### src/knight_pkg.sv
// Shared types and constants for the knight robot command processor.
// Holds the command opcodes, the sequencer states, the datapath widths
// and the ramp, nudge and alignment constants used by the RTL and the
// testbench. Modules import it inside their bodies.

package knight_pkg;

  ////////////////////////////////////////
  // Command and state encodings
  ////////////////////////////////////////

  // Opcode field cmd[15:12]; unknown values fall through to MOV.
  typedef enum logic [3:0] {
    CAL     = 4'h2,                        // Gyro calibration.
    MOV     = 4'h4,                        // Plain move.
    FANFARE = 4'h5,                        // Move, then play the charge tune.
    TOUR    = 4'h6                         // Kick off the knight's tour.
  } opcode_t;

  typedef enum logic [2:0] {
    IDLE,                                  // Waiting for cmd_rdy.
    CALIBRATE,                             // Waiting for cal_done.
    MOVE,                                  // Turning to the new heading.
    INCR,                                  // Ramping up, counting lines.
    DECR                                   // Ramping down to a stop.
  } state_t;

  ////////////////////////////////////////
  // Datapath widths
  ////////////////////////////////////////

  typedef logic signed [11:0] heading_t;   // Gyro heading and PID error.
  typedef logic        [9:0]  speed_t;     // Forward speed.
  typedef logic        [3:0]  square_t;    // Squares to travel.
  typedef logic        [7:0]  head_code_t; // Heading field cmd[11:4].

  ////////////////////////////////////////
  // Tuning constants
  ////////////////////////////////////////

  localparam speed_t          INC_AMT      = 10'h020; // Ramp-up step per heading_rdy.
  localparam speed_t          DEC_AMT      = 10'h040; // Ramp-down step, floored at zero.
  localparam heading_t        NUDGE_LFT    = 12'sh1FF; // Left IR pushes error positive.
  localparam heading_t        NUDGE_RGHT   = -12'sh200; // Right IR pushes it negative.
  localparam logic [11:0]     ALIGN_THRESH = 12'h02C; // Aligned below this |error|.
  localparam logic [3:0]      HEAD_FILL    = 4'hF;    // Low nibble for nonzero codes.

endpackage

### src/move_if.sv
// Bundle between the command sequencer and the two move helpers.
// The sequencer loads the square count and heading code, and gets
// back the line-count completion and the heading alignment levels.

interface move_if;
  import knight_pkg::*;

  logic       load;      // One-cycle pulse on MOV or FANFARE accept.
  square_t    squares;   // Requested square count.
  head_code_t head_code; // Requested heading code.
  logic       move_done; // Twice the squares crossed.
  logic       aligned;   // |error| under threshold.

  modport seq (
    output load, squares, head_code,
    input  move_done, aligned
  );

  modport counter (input load, squares, output move_done);

  modport steer (input load, head_code, output aligned);

endinterface

### src/heading_ctrl.sv
// Heading side of a move. Captures the desired heading on load,
// forms the PID error from the gyro heading and the side IR nudge,
// and reports when the robot points close enough to the target.

module heading_ctrl (
  input  logic               clk,
  input  logic               rst_n,
  move_if.steer              mv,
  input  knight_pkg::heading_t heading,  // From gyro.
  input  logic               lftIR,      // Drifted toward left edge.
  input  logic               rghtIR,     // Drifted toward right edge.
  output knight_pkg::heading_t error     // To PID.
);
  import knight_pkg::*;

  heading_t    desired_heading;          // Target heading of the move.
  heading_t    err_nudge;                // Side sensor correction.
  logic [11:0] error_abs;                // Magnitude for the align test.

  ////////////////////////////////////////
  // Desired heading capture
  ////////////////////////////////////////

  // Code 0 means north exactly and other codes get the fill nibble.
  always_ff @(posedge clk, negedge rst_n) begin
    if (!rst_n)
      desired_heading <= '0;                                // North until the first move.
    else if (mv.load) begin
      if (mv.head_code == head_code_t'(0))
        desired_heading <= '0;                              // Straight north.
      else
        desired_heading <= heading_t'({mv.head_code, HEAD_FILL}); // Scaled code.
    end
  end

  ////////////////////////////////////////
  // Error and alignment
  ////////////////////////////////////////

  // Left IR wins if both sensors fire.
  assign err_nudge = lftIR  ? NUDGE_LFT  :
                     rghtIR ? NUDGE_RGHT :
                              heading_t'(0);

  assign error = heading - desired_heading + err_nudge; // Wraps like the gyro.

  assign error_abs = error[11] ? 12'(-error) : 12'(error); // Two's complement abs.

  assign mv.aligned = (error_abs < ALIGN_THRESH);          // Close enough to drive.

endmodule

### src/line_counter.sv
// Counts center-line crossings during a move. Each square gives two
// rising edges on cntrIR, so the move is done when the edge count
// reaches twice the requested squares. Cleared by the load pulse.

module line_counter (
  input  logic  clk,
  input  logic  rst_n,
  input  logic  cntrIR,   // Center IR, high over a line.
  move_if.counter mv
);
  import knight_pkg::*;

  logic       cntrIR_q;   // Last cycle's cntrIR.
  logic       line_rise;  // Just reached a line.
  logic [4:0] cross_cnt;  // Edges seen so far, up to 30.
  square_t    target;     // Squares for this move.

  ////////////////////////////////////////
  // Edge detect and counter
  ////////////////////////////////////////

  always_ff @(posedge clk, negedge rst_n) begin
    if (!rst_n)
      cntrIR_q <= 1'b0;
    else
      cntrIR_q <= cntrIR;                  // Delay for edge detect.
  end

  assign line_rise = cntrIR & ~cntrIR_q;   // Low to high.

  always_ff @(posedge clk, negedge rst_n) begin
    if (!rst_n)
      cross_cnt <= '0;
    else if (mv.load)
      cross_cnt <= '0;                     // New move starts at zero.
    else if (line_rise)
      cross_cnt <= cross_cnt + 5'd1;       // One more edge.
  end

  always_ff @(posedge clk) begin
    if (mv.load)
      target <= mv.squares;                // Hold the request.
  end

  // Level, stays high until the next load.
  assign mv.move_done = (cross_cnt == {target, 1'b0});

endmodule

### src/cmd_sequencer.sv
// Command FSM of the knight robot. Accepts a command in IDLE, runs
// gyro calibration or a tour kick-off, or steps a move through
// MOVE, INCR and DECR while ramping the forward speed register.
// The accepted command is latched since clr_cmd_rdy frees the source.

module cmd_sequencer (
  input  logic               clk,
  input  logic               rst_n,
  input  logic [15:0]        cmd,         // Opcode, heading code, squares.
  input  logic               cmd_rdy,     // Command waiting.
  input  logic               cal_done,    // Gyro calibration finished.
  input  logic               heading_rdy, // New gyro sample, ramp tick.
  move_if.seq                mv,
  output logic               clr_cmd_rdy, // Command taken.
  output logic               send_resp,   // Command finished.
  output logic               strt_cal,    // Start gyro calibration.
  output logic               moving,      // Robot in motion.
  output logic               tour_go,     // Start the tour logic.
  output logic               fanfare_go,  // Start the fanfare tune.
  output knight_pkg::speed_t frwrd        // Forward speed to motors.
);
  import knight_pkg::*;

  state_t      state;         // Current state.
  state_t      nxt_state;     // Next state.
  logic [15:0] cmd_q;         // Accepted command.
  logic [15:0] cmd_cur;       // Live in IDLE, latched otherwise.
  opcode_t     opcode;        // Decoded opcode.
  logic        accept;        // Taking a command this cycle.
  logic        clr_frwrd;     // Restart the ramp.
  logic        inc_frwrd;     // Ramp up on heading_rdy.
  logic        dec_frwrd;     // Ramp down on heading_rdy.
  logic        max_spd;       // Top two speed bits set.
  logic        zero;          // Stopped.

  ////////////////////////////////////////
  // Command latch and decode
  ////////////////////////////////////////

  always_ff @(posedge clk) begin
    if (accept)
      cmd_q <= cmd;                           // Hold for the whole command.
  end

  // Bypass the latch in IDLE so the load sees the new command.
  assign cmd_cur = (state == IDLE) ? cmd : cmd_q;
  assign opcode  = opcode_t'(cmd_cur[15:12]);

  assign mv.squares   = cmd_cur[3:0];
  assign mv.head_code = cmd_cur[11:4];

  ////////////////////////////////////////
  // Forward speed ramp
  ////////////////////////////////////////

  assign max_spd = &frwrd[9:8];               // 0x300 and up.
  assign zero    = (frwrd == '0);

  always_ff @(posedge clk, negedge rst_n) begin
    if (!rst_n)
      frwrd <= '0;
    else if (clr_frwrd)
      frwrd <= '0;                            // Start each ramp from rest.
    else if (heading_rdy) begin
      if (inc_frwrd && !max_spd)
        frwrd <= frwrd + INC_AMT;             // Climb toward top speed.
      else if (dec_frwrd)
        frwrd <= (frwrd < DEC_AMT) ? '0 : frwrd - DEC_AMT; // No wrap below zero.
    end
  end

  ////////////////////////////////////////
  // State machine
  ////////////////////////////////////////

  always_ff @(posedge clk, negedge rst_n) begin
    if (!rst_n)
      state <= IDLE;
    else
      state <= nxt_state;
  end

  always_comb begin
    nxt_state   = state;
    accept      = 1'b0;
    mv.load     = 1'b0;
    clr_cmd_rdy = 1'b0;
    send_resp   = 1'b0;
    strt_cal    = 1'b0;
    moving      = 1'b0;
    tour_go     = 1'b0;
    fanfare_go  = 1'b0;
    clr_frwrd   = 1'b0;
    inc_frwrd   = 1'b0;
    dec_frwrd   = 1'b0;

    case (state)
      CALIBRATE: begin
        if (cal_done) begin
          send_resp = 1'b1;                   // Report calibration done.
          nxt_state = IDLE;
        end
      end

      MOVE: begin
        moving = 1'b1;                        // Turning in place counts.
        if (mv.aligned) begin
          clr_frwrd = 1'b1;
          nxt_state = INCR;
        end
      end

      INCR: begin
        moving    = 1'b1;
        inc_frwrd = 1'b1;
        if (mv.move_done) begin
          fanfare_go = (opcode == FANFARE);   // Tune on the last line.
          nxt_state  = DECR;
        end
      end

      DECR: begin
        dec_frwrd = 1'b1;
        moving    = !zero;                    // Still rolling.
        if (zero) begin
          send_resp = 1'b1;                   // Move complete.
          nxt_state = IDLE;
        end
      end

      default: begin                          // IDLE.
        if (cmd_rdy) begin
          accept      = 1'b1;
          clr_cmd_rdy = 1'b1;                 // Free the command source.
          case (opcode)
            CAL: begin
              strt_cal  = 1'b1;
              nxt_state = CALIBRATE;
            end
            TOUR: tour_go = 1'b1;             // Stay in IDLE.
            default: begin                    // MOV, FANFARE and unknowns.
              mv.load   = 1'b1;
              nxt_state = MOVE;
            end
          endcase
        end
      end
    endcase
  end

endmodule

### src/knight_cmd_top.sv
// Top level of the knight command processor. Connects the command
// FSM to the heading controller and the line counter through the
// move bundle, and presents the robot signals as plain ports.

module knight_cmd_top (
  input  logic                 clk,
  input  logic                 rst_n,
  input  logic [15:0]          cmd,          // Command word from Bluetooth.
  input  logic                 cmd_rdy,      // Command valid.
  input  logic                 cal_done,     // Gyro calibration done.
  input  knight_pkg::heading_t heading,      // Gyro heading.
  input  logic                 heading_rdy,  // Gyro sample strobe.
  input  logic                 lftIR,        // Left edge sensor.
  input  logic                 cntrIR,       // Center line sensor.
  input  logic                 rghtIR,       // Right edge sensor.
  output logic                 clr_cmd_rdy,
  output logic                 send_resp,
  output logic                 strt_cal,
  output logic                 moving,
  output knight_pkg::heading_t error,        // PID error term.
  output knight_pkg::speed_t   frwrd,        // Forward speed.
  output logic                 tour_go,
  output logic                 fanfare_go
);

  ////////////////////////////////////////
  // Move setup and status
  ////////////////////////////////////////

  move_if mv_bus ();

  heading_ctrl heading_ctrl_inst (
    .clk     (clk),
    .rst_n   (rst_n),
    .mv      (mv_bus.steer),
    .heading (heading),
    .lftIR   (lftIR),
    .rghtIR  (rghtIR),
    .error   (error)
  );

  line_counter line_counter_inst (
    .clk    (clk),
    .rst_n  (rst_n),
    .cntrIR (cntrIR),
    .mv     (mv_bus.counter)
  );

  ////////////////////////////////////////
  // Command FSM
  ////////////////////////////////////////

  cmd_sequencer cmd_sequencer_inst (
    .clk         (clk),
    .rst_n       (rst_n),
    .cmd         (cmd),
    .cmd_rdy     (cmd_rdy),
    .cal_done    (cal_done),
    .heading_rdy (heading_rdy),
    .mv          (mv_bus.seq),
    .clr_cmd_rdy (clr_cmd_rdy),
    .send_resp   (send_resp),
    .strt_cal    (strt_cal),
    .moving      (moving),
    .tour_go     (tour_go),
    .fanfare_go  (fanfare_go),
    .frwrd       (frwrd)
  );

endmodule

### config.mk
export PLATFORM = sky130hd
export DESIGN_NAME = knight_cmd_top
export DESIGN_NICKNAME = d
export VERILOG_FILES = /design/src/knight_pkg.sv /design/src/move_if.sv /design/src/heading_ctrl.sv /design/src/line_counter.sv /design/src/cmd_sequencer.sv /design/src/knight_cmd_top.sv
export SDC_FILE = /design/constraint.sdc
export NUM_CORES = 1
export LEC_CHECK = 0
export BUFFER_PORTS_ARGS = -buffer_cell sky130_fd_sc_hd__buf_2
export CAP_MARGIN = 20
export CORE_MARGIN = 8
export CORE_UTILIZATION = 45
export CTS_CLUSTER_DIAMETER = 100
export DETAILED_ROUTE_END_ITERATION = 8
export PLACE_DENSITY_LB_ADDON = 0.3
export REMOVE_ABC_BUFFERS = 1
export SYNTH_ARGS = -nofsm -noshare
export SYNTH_HDL_FRONTEND = slang
export SYNTH_SLANG_ARGS = --single-unit
### constraint.sdc
create_clock -name clk -period 3.1 [get_ports clk]
set_input_delay 0.465 -clock clk [delete_from_list [all_inputs] [get_ports clk]]
set_output_delay 0.465 -clock clk [all_outputs]
set_load 0.02 [all_outputs]
==> results of run 1 <==
worst paths after layout:
kind,startpoint,end
worst max-delay path,lftIR,error[10]
worst max register to register,heading_ctrl_inst.desired_heading[3],cmd_sequencer_inst.frwrd[9]
max in group asynchronous,rst_n,heading_ctrl_inst.desired_heading[3]
worst min register to register,heading_ctrl_inst.desired_heading[6],heading_ctrl_inst.desired_heading[6]
min in group clk,cntrIR,line_counter_inst.cntrIR_q
worst min-delay path,rst_n,line_counter_inst.cross_cnt[2]
state kept, by name, summed over array words and instances (netlist names):
register                           flops
cmd_sequencer_inst.cmd_q              16
cmd_sequencer_inst.frwrd               5
cmd_sequencer_inst.state               3
heading_ctrl_inst.desired_heading      9
line_counter_inst.cntrIR_q             1
line_counter_inst.cross_cnt            5
line_counter_inst.target               4
metrics by stage:
step / util [%] / cells / TNS, ns / setup slack, ns / cell area [µm²]
6_report: 64.0 / 588 / -1.05 / -0.162 / 4670
3_3_place_gp: 56.2 / 562 / -2.21 / -0.231 / 4100
3_5_place_dp: 56.2 / 562 / -3.10 / -0.333 / 4100
5_1_grt: 64.0 / 588 / -2.58 / -0.269 / 4670
4_1_cts: 62.2 / 584 / -0.587 / -0.162 / 4540
2_1_floorplan: - / 356 / -1.89 / -0.249 / 3310
cells by family (layout without fill, tap and decap cells):
group / after synthesis / in the layout / synth area share (%)
buffers and inverters: 62 / 179 / 7.79
DFF: 43 / 43 / 34.7
other: 1 / 5 / 0.111
muxes: 17 / 17 / 5.21
xor gates and xnor gates: 17 / 17 / 4.39
AOI/OAI and AO/OA: 90 / 90 / 17.5
and+or+nand+nor: 110 / 110 / 17.5
adders and majority gates: 28 / 28 / 12.8
final cells by class:
type | instances | area (µm²)
inverter | 46 | 176
clock inverter | 2 | 8.76
sequential | 43 | 1180
multi-input combinational | 267 | 2240
tap | 99 | 124
fill | 631 | 2620
timing repair buffer | 125 | 875
clock buffer | 6 | 72.6
per-layer routing:
metal,vias to the layer above,global-route usage [%],part of all wire [%]
met5,-,0,0
met4,0,4.45,1.5
met3,10,3.71,5.6
met2,96,31.3,49
met1,1528,22.6,44
li1,1546,-,-
synth_stat cells (all sizes together) (2+ instances only):
cell type | instances | area share, %
o31ai | 4 | 0.89
o2111ai | 2 | 0.52
nor2 | 30 | 3.3
o21a | 4 | 0.89
nand2 | 14 | 1.6
nor3b | 4 | 0.89
a22oi | 4 | 0.89
o211ai | 4 | 0.89
dfrtp | 23 | 17
o22ai | 4 | 0.74
nor2b | 2 | 0.37
edfxtp | 20 | 18
or2 | 3 | 0.55
fa | 11 | 6.5
mux2 | 5 | 1.7
nand2b | 6 | 1.1
nor4 | 5 | 0.92
o21ai | 19 | 2.8
and2 | 2 | 0.37
or3 | 3 | 0.55
xnor2 | 6 | 1.6
buf | 10 | 2.0
mux2i | 12 | 3.5
nand3 | 17 | 2.5
xor2 | 11 | 2.8
nor4b | 5 | 1.5
a221oi | 2 | 0.52
nor3 | 6 | 0.89
a21oi | 25 | 3.7
a21o | 5 | 1.1
nand4 | 3 | 0.55
clkbuf | 6 | 0.66
ha | 17 | 6.3
inv | 46 | 5.1
a211oi | 7 | 1.7
nand3b | 3 | 0.66
and3 | 3 | 0.55
timing repair:
| action | in CTS | in global routing |
|---|---|---|
| setup endpoints to repair | 15 | 15 |
| pin swaps | 20 | 26 |
| resized for setup | 53 | 26 |
| setup buffers | 14 | 5 |
| endpoints found under the hold margin | 0 | 0 |
worst max-delay path, stage by stage:
cell,delay [ns]
sky130_fd_sc_hd__buf_6,0.08
sky130_fd_sc_hd__clkinvlp_4,0.18
sky130_fd_sc_hd__buf_6,0.18
sky130_fd_sc_hd__fa_1,0.52
sky130_fd_sc_hd__inv_2,0.05
sky130_fd_sc_hd__ha_4,0.30
sky130_fd_sc_hd__and3_4,0.21
sky130_fd_sc_hd__a22oi_2,0.10
sky130_fd_sc_hd__a21o_1,0.22
sky130_fd_sc_hd__a311oi_2,0.28
sky130_fd_sc_hd__inv_1,0.08
sky130_fd_sc_hd__buf_6,0.13
==> reports/summary.md, run 1 <==
- status: complete, but fails checks
- violations in the final reports: setup timing
- area of the core region: 0.00729 mm²
- part of the Yosys area used for sequential elements: 34.7%
- routed via count: 3180
- Distinct cells, synth: 57
- number of iterations in the first detailed-routing pass: 6
- die area: 0.0106 mm²
- EDFF count, synth: 20
- clk slew on worst S/H paths: 0.07 ns
- peak clock frequency supported by timing: 307 MHz
- maximum count of clock buffers along a single path: 2
- Critical Path End Type: output pin
- Post-Synthesis Cells: 368
- type of the worst setup path: in2out
- most common cell after layout, fill and taps aside: sky130_fd_sc_hd__buf_4
- row count: 31
- via density per instance: 5.41
- total inserted antenna cells: 0
- TritonCTS clock tree: done
- worst hold-check slack: 0.144 ns
- number of buffers inserted by hold repair at cts: 0
- drt initial violations: 194
- measured slew at the worst slew-check pin: 0.698 ns
- HPWL after detailed placement: 6800 µm
- final worst clock skew: 0.00259 ns
- placer's final routability congestion estimate: 0.831
- aggregate global-route resource usage: 18.1%
- type of the tightest min-delay check: in2async
- Worst-Skew Late Latency: 0.30 ns
- number of remaining DRC errors: 0
- maximum number of pins on one net before global-route repair: 24
- Num CTS Buffers: 5
- proportion of synthesized flip-flops having asynchronous set or reset: 53.5%
- die height: 103 µm
- number of ports placed on the die boundary: 64
- effective utilization at floorplan: 46.5%
- buffer type at the clock tree root: sky130_fd_sc_hd__clkbuf_8
- final critical-path setup slack: -0.162 ns
- PortBufs: 58
- commonest register cell after synthesis: sky130_fd_sc_hd__dfrtp_1
- mapped cell area: 0.00339 mm²
- portion of the clock cycle consumed by the worst path in the final layout: 105%
- data arrival time of the worst path: 2.80 ns
- number of global-route vias before repair: 3225
- commonest cells after routing, fill and taps aside: 62 x sky130_fd_sc_hd__buf_4, 48 x sky130_fd_sc_hd__buf_2, 40 x sky130_fd_sc_hd__inv_1
- final-report setup violation count: 13
- headroom to the max-slew limit: 52.8%
- grt total ovfl: 0
- type of origin of the critical path: input pin
- post-detailed-route count of antenna-violating nets: 0
- setup slack of the worst register-to-register path: -0.07 ns
- Reg2Reg Depth: 11
- min Tclk post-route: 3.26 ns
- maximum fanout along the worst path: 7
- required time reported for the critical path endpoint: 2.63 ns
- wire length per cell after detailed routing: 15.7 µm
- unrepaired setup endpoints after global routing: true
- count of clock tree sinks: 43
- number of nets in the final layout: 552
- final max-slew violation count: 0
- level count of the clock H-tree: 2
- first-pass GRT wire length: 15200 µm
- initial antenna violation count: 0
- reported max-cap violation count: 0
- average instance area after synthesis: 9.21 µm²
- hold violation total from the final report: 0
- share of layout cells above drive strength 1: 38.2%
- synth warn: 0
- number of synthesized register bits: 43
- WL final: 9230 µm
- die width: 103 µm
- synthesis-to-finish area growth: 37.8%
Power of run 1 is left out: the tool's default activity adds up to more than one toggle a clock period on the data nets, which glitch-free logic cannot reach.
==> run 2, diff against run 1 <==
Settings changed: SKIP_CTS_REPAIR_TIMING from default to 1.
==> reports/summary.md, run 2 (synthesized netlist as in run 1, its figures left out) <==
- met2 global-route usage: 27.6%, -3.7 points
- setup slack of the worst register-to-register path: -0.04 ns, +0.03 ns
- hold violation total from the final report: 0, unchanged
- biggest registers after layout: cmd_sequencer_inst.cmd_q (16), heading_ctrl_inst.desired_heading (9)
- die height: 103 µm, unchanged
- met3 Track Usage GR: 3.44%, -0.27 points
- final instance count without filler cells: 581, -1.2%
- row count: 31, unchanged
- Top Usage Layer GRT: met2
- final max-slew violation count: 0, unchanged
- Num CTS Buffers: 5, unchanged
- number of remaining DRC errors: 0, unchanged
- headroom to the max-slew limit: 52.9%, +0.072 points
- buffer type at the clock tree root: sky130_fd_sc_hd__clkbuf_8
- maximum fanout along the worst path: 6, -1
- PortBufs: 58, unchanged
- post-detailed-route count of antenna-violating nets: 0, unchanged
- met1 usage in global routing: 21.7%, -0.92 points
- via density per instance: 5.33, -1.4%
- most common cell after layout, fill and taps aside: sky130_fd_sc_hd__buf_4
- commonest cells after routing, fill and taps aside: 56 x sky130_fd_sc_hd__buf_4, 50 x sky130_fd_sc_hd__buf_2, 41 x sky130_fd_sc_hd__inv_1
- fill cell instance count of the final layout: 648, +2.7%
- routed via count: 3097, -2.6%
- area of the core region: 0.00729 mm², unchanged
- Layout Utilization: 62.6%, -1.4 points
- violations in the final reports: setup timing
- level count of the clock H-tree: 2, unchanged
- number of global-route vias before repair: 3041, -5.7%
- Critical Path End Type: output pin
- HPWL after detailed placement: 6800 µm, unchanged
- maximum number of pins on one net before global-route repair: 24, unchanged
- unrepaired setup endpoints after global routing: true
- type of the worst setup path: in2out
- number of iterations in the first detailed-routing pass: 5, -1
- drt initial violations: 165, -15%
- total inserted antenna cells: 0, unchanged
- peak clock frequency supported by timing: 303 MHz, -1.0%
- first-pass GRT wire length: 13900 µm, -8.1%
- share of layout cells above drive strength 1: 36.1%, -2.1 points
- measured slew at the worst slew-check pin: 0.697 ns, -0.00106 ns
- WL final: 8910 µm, -3.5%
- number of ports placed on the die boundary: 64, unchanged
- placed insts: 562, unchanged
- initial antenna violation count: 0, unchanged
- flip-flop count of the largest register after layout: 16, unchanged
- final worst clock skew: 0.00618 ns, +0.00359 ns
- wire length per cell after detailed routing: 15.3 µm, -2.3%
- placer's final routability congestion estimate: 0.831, unchanged
- grt total ovfl: 0, unchanged
- worst hold-check slack: 0.149 ns, +0.00496 ns
- type of the tightest min-delay check: in2async
- final-report setup violation count: 13, unchanged
- Biggest register: cmd_sequencer_inst.cmd_q
- final critical-path setup slack: -0.196 ns, -0.0333 ns
- clk slew on worst S/H paths: 0.08 ns, about the same
- reported max-cap violation count: 0, unchanged
- status: complete, but fails checks
- number of nets in the final layout: 545, -1.3%
- portion of the clock cycle consumed by the worst path in the final layout: 106%, +1.1 points
- maximum count of clock buffers along a single path: 2, unchanged
- synthesis-to-finish area growth: 34.8%
- die area: 0.0106 mm², unchanged
- required time reported for the critical path endpoint: 2.63 ns, about the same
- effective utilization at floorplan: 46.5%, unchanged
- die width: 103 µm, unchanged
- data arrival time of the worst path: 2.83 ns, +0.03 ns
- type of origin of the critical path: input pin
- count of clock tree sinks: 43, unchanged
- TritonCTS clock tree: done
- aggregate global-route resource usage: 16.5%, -1.6 points
- Worst-Skew Late Latency: 0.30 ns, about the same
- min Tclk post-route: 3.30 ns, +0.0333 ns
## run 2: cell types whose count changed in the layout (fill, tap and decap cells not counted), sizes merged
| cell | delta |
|---|---|
| buf | -7 |
## run 2: worst paths after layout
check                      depth (start not counted)                                    to                                  from
max in group asynchronous                          1  heading_ctrl_inst.desired_heading[3]                                 rst_n
min                                                1  heading_ctrl_inst.desired_heading[8]                                 rst_n
max reg2reg                                       11           cmd_sequencer_inst.state[0]  heading_ctrl_inst.desired_heading[3]
min in group clk                                   1            line_counter_inst.cntrIR_q                                cntrIR
min reg2reg                                        2  heading_ctrl_inst.desired_heading[6]  heading_ctrl_inst.desired_heading[6]
max                                               13                             error[10]                                 lftIR
## run 2: metrics by stage
stage	TNS (ns)	area, µm²	setup slack (ns)
after detailed placement	-3.10	4100	-0.333
after floorplan	-1.89	3310	-0.249
final	-1.11	4570	-0.196
after global routing	-2.76	4570	-0.310
after CTS	-2.26	4180	-0.382
after global placement	-2.21	4100	-0.231
## run 2: layout make-up
| cell class | count | area [µm²] | share of cell area (%) |
|---|---|---|---|
| clock inverters | 2 | 8.76 | 0.192 |
| flip-flops and latches | 43 | 1180 | 25.8 |
| clock buffers | 6 | 72.6 | 1.59 |
| well taps | 99 | 124 | 2.71 |
| repair buffers | 118 | 810 | 17.7 |
| multi-input cells | 267 | 2200 | 48.1 |
| inverters | 46 | 179 | 3.92 |
## run 2: critical path, cell delays in order
cell	delay, ns
sky130_fd_sc_hd__buf_8	0.07
sky130_fd_sc_hd__clkinvlp_4	0.18
sky130_fd_sc_hd__buf_6	0.18
sky130_fd_sc_hd__ha_4	0.26
sky130_fd_sc_hd__inv_4	0.03
sky130_fd_sc_hd__ha_4	0.15
sky130_fd_sc_hd__fa_2	0.39
sky130_fd_sc_hd__a21o_1	0.22
sky130_fd_sc_hd__a22oi_2	0.26
sky130_fd_sc_hd__a211oi_2	0.11
sky130_fd_sc_hd__a311oi_2	0.28
sky130_fd_sc_hd__inv_1	0.08
sky130_fd_sc_hd__buf_6	0.13
## run 2: per-layer routing
layer / vias to the layer above / wire length, µm / part of all wire [%]
met5: - / 0 / 0
met3: 8 / 444 / 5.0
met1: 1480 / 4070 / 46
met4: 0 / 99 / 1.1
met2: 83 / 4300 / 48
li1: 1526 / - / -
Power of run 2 is left out for the same reason.
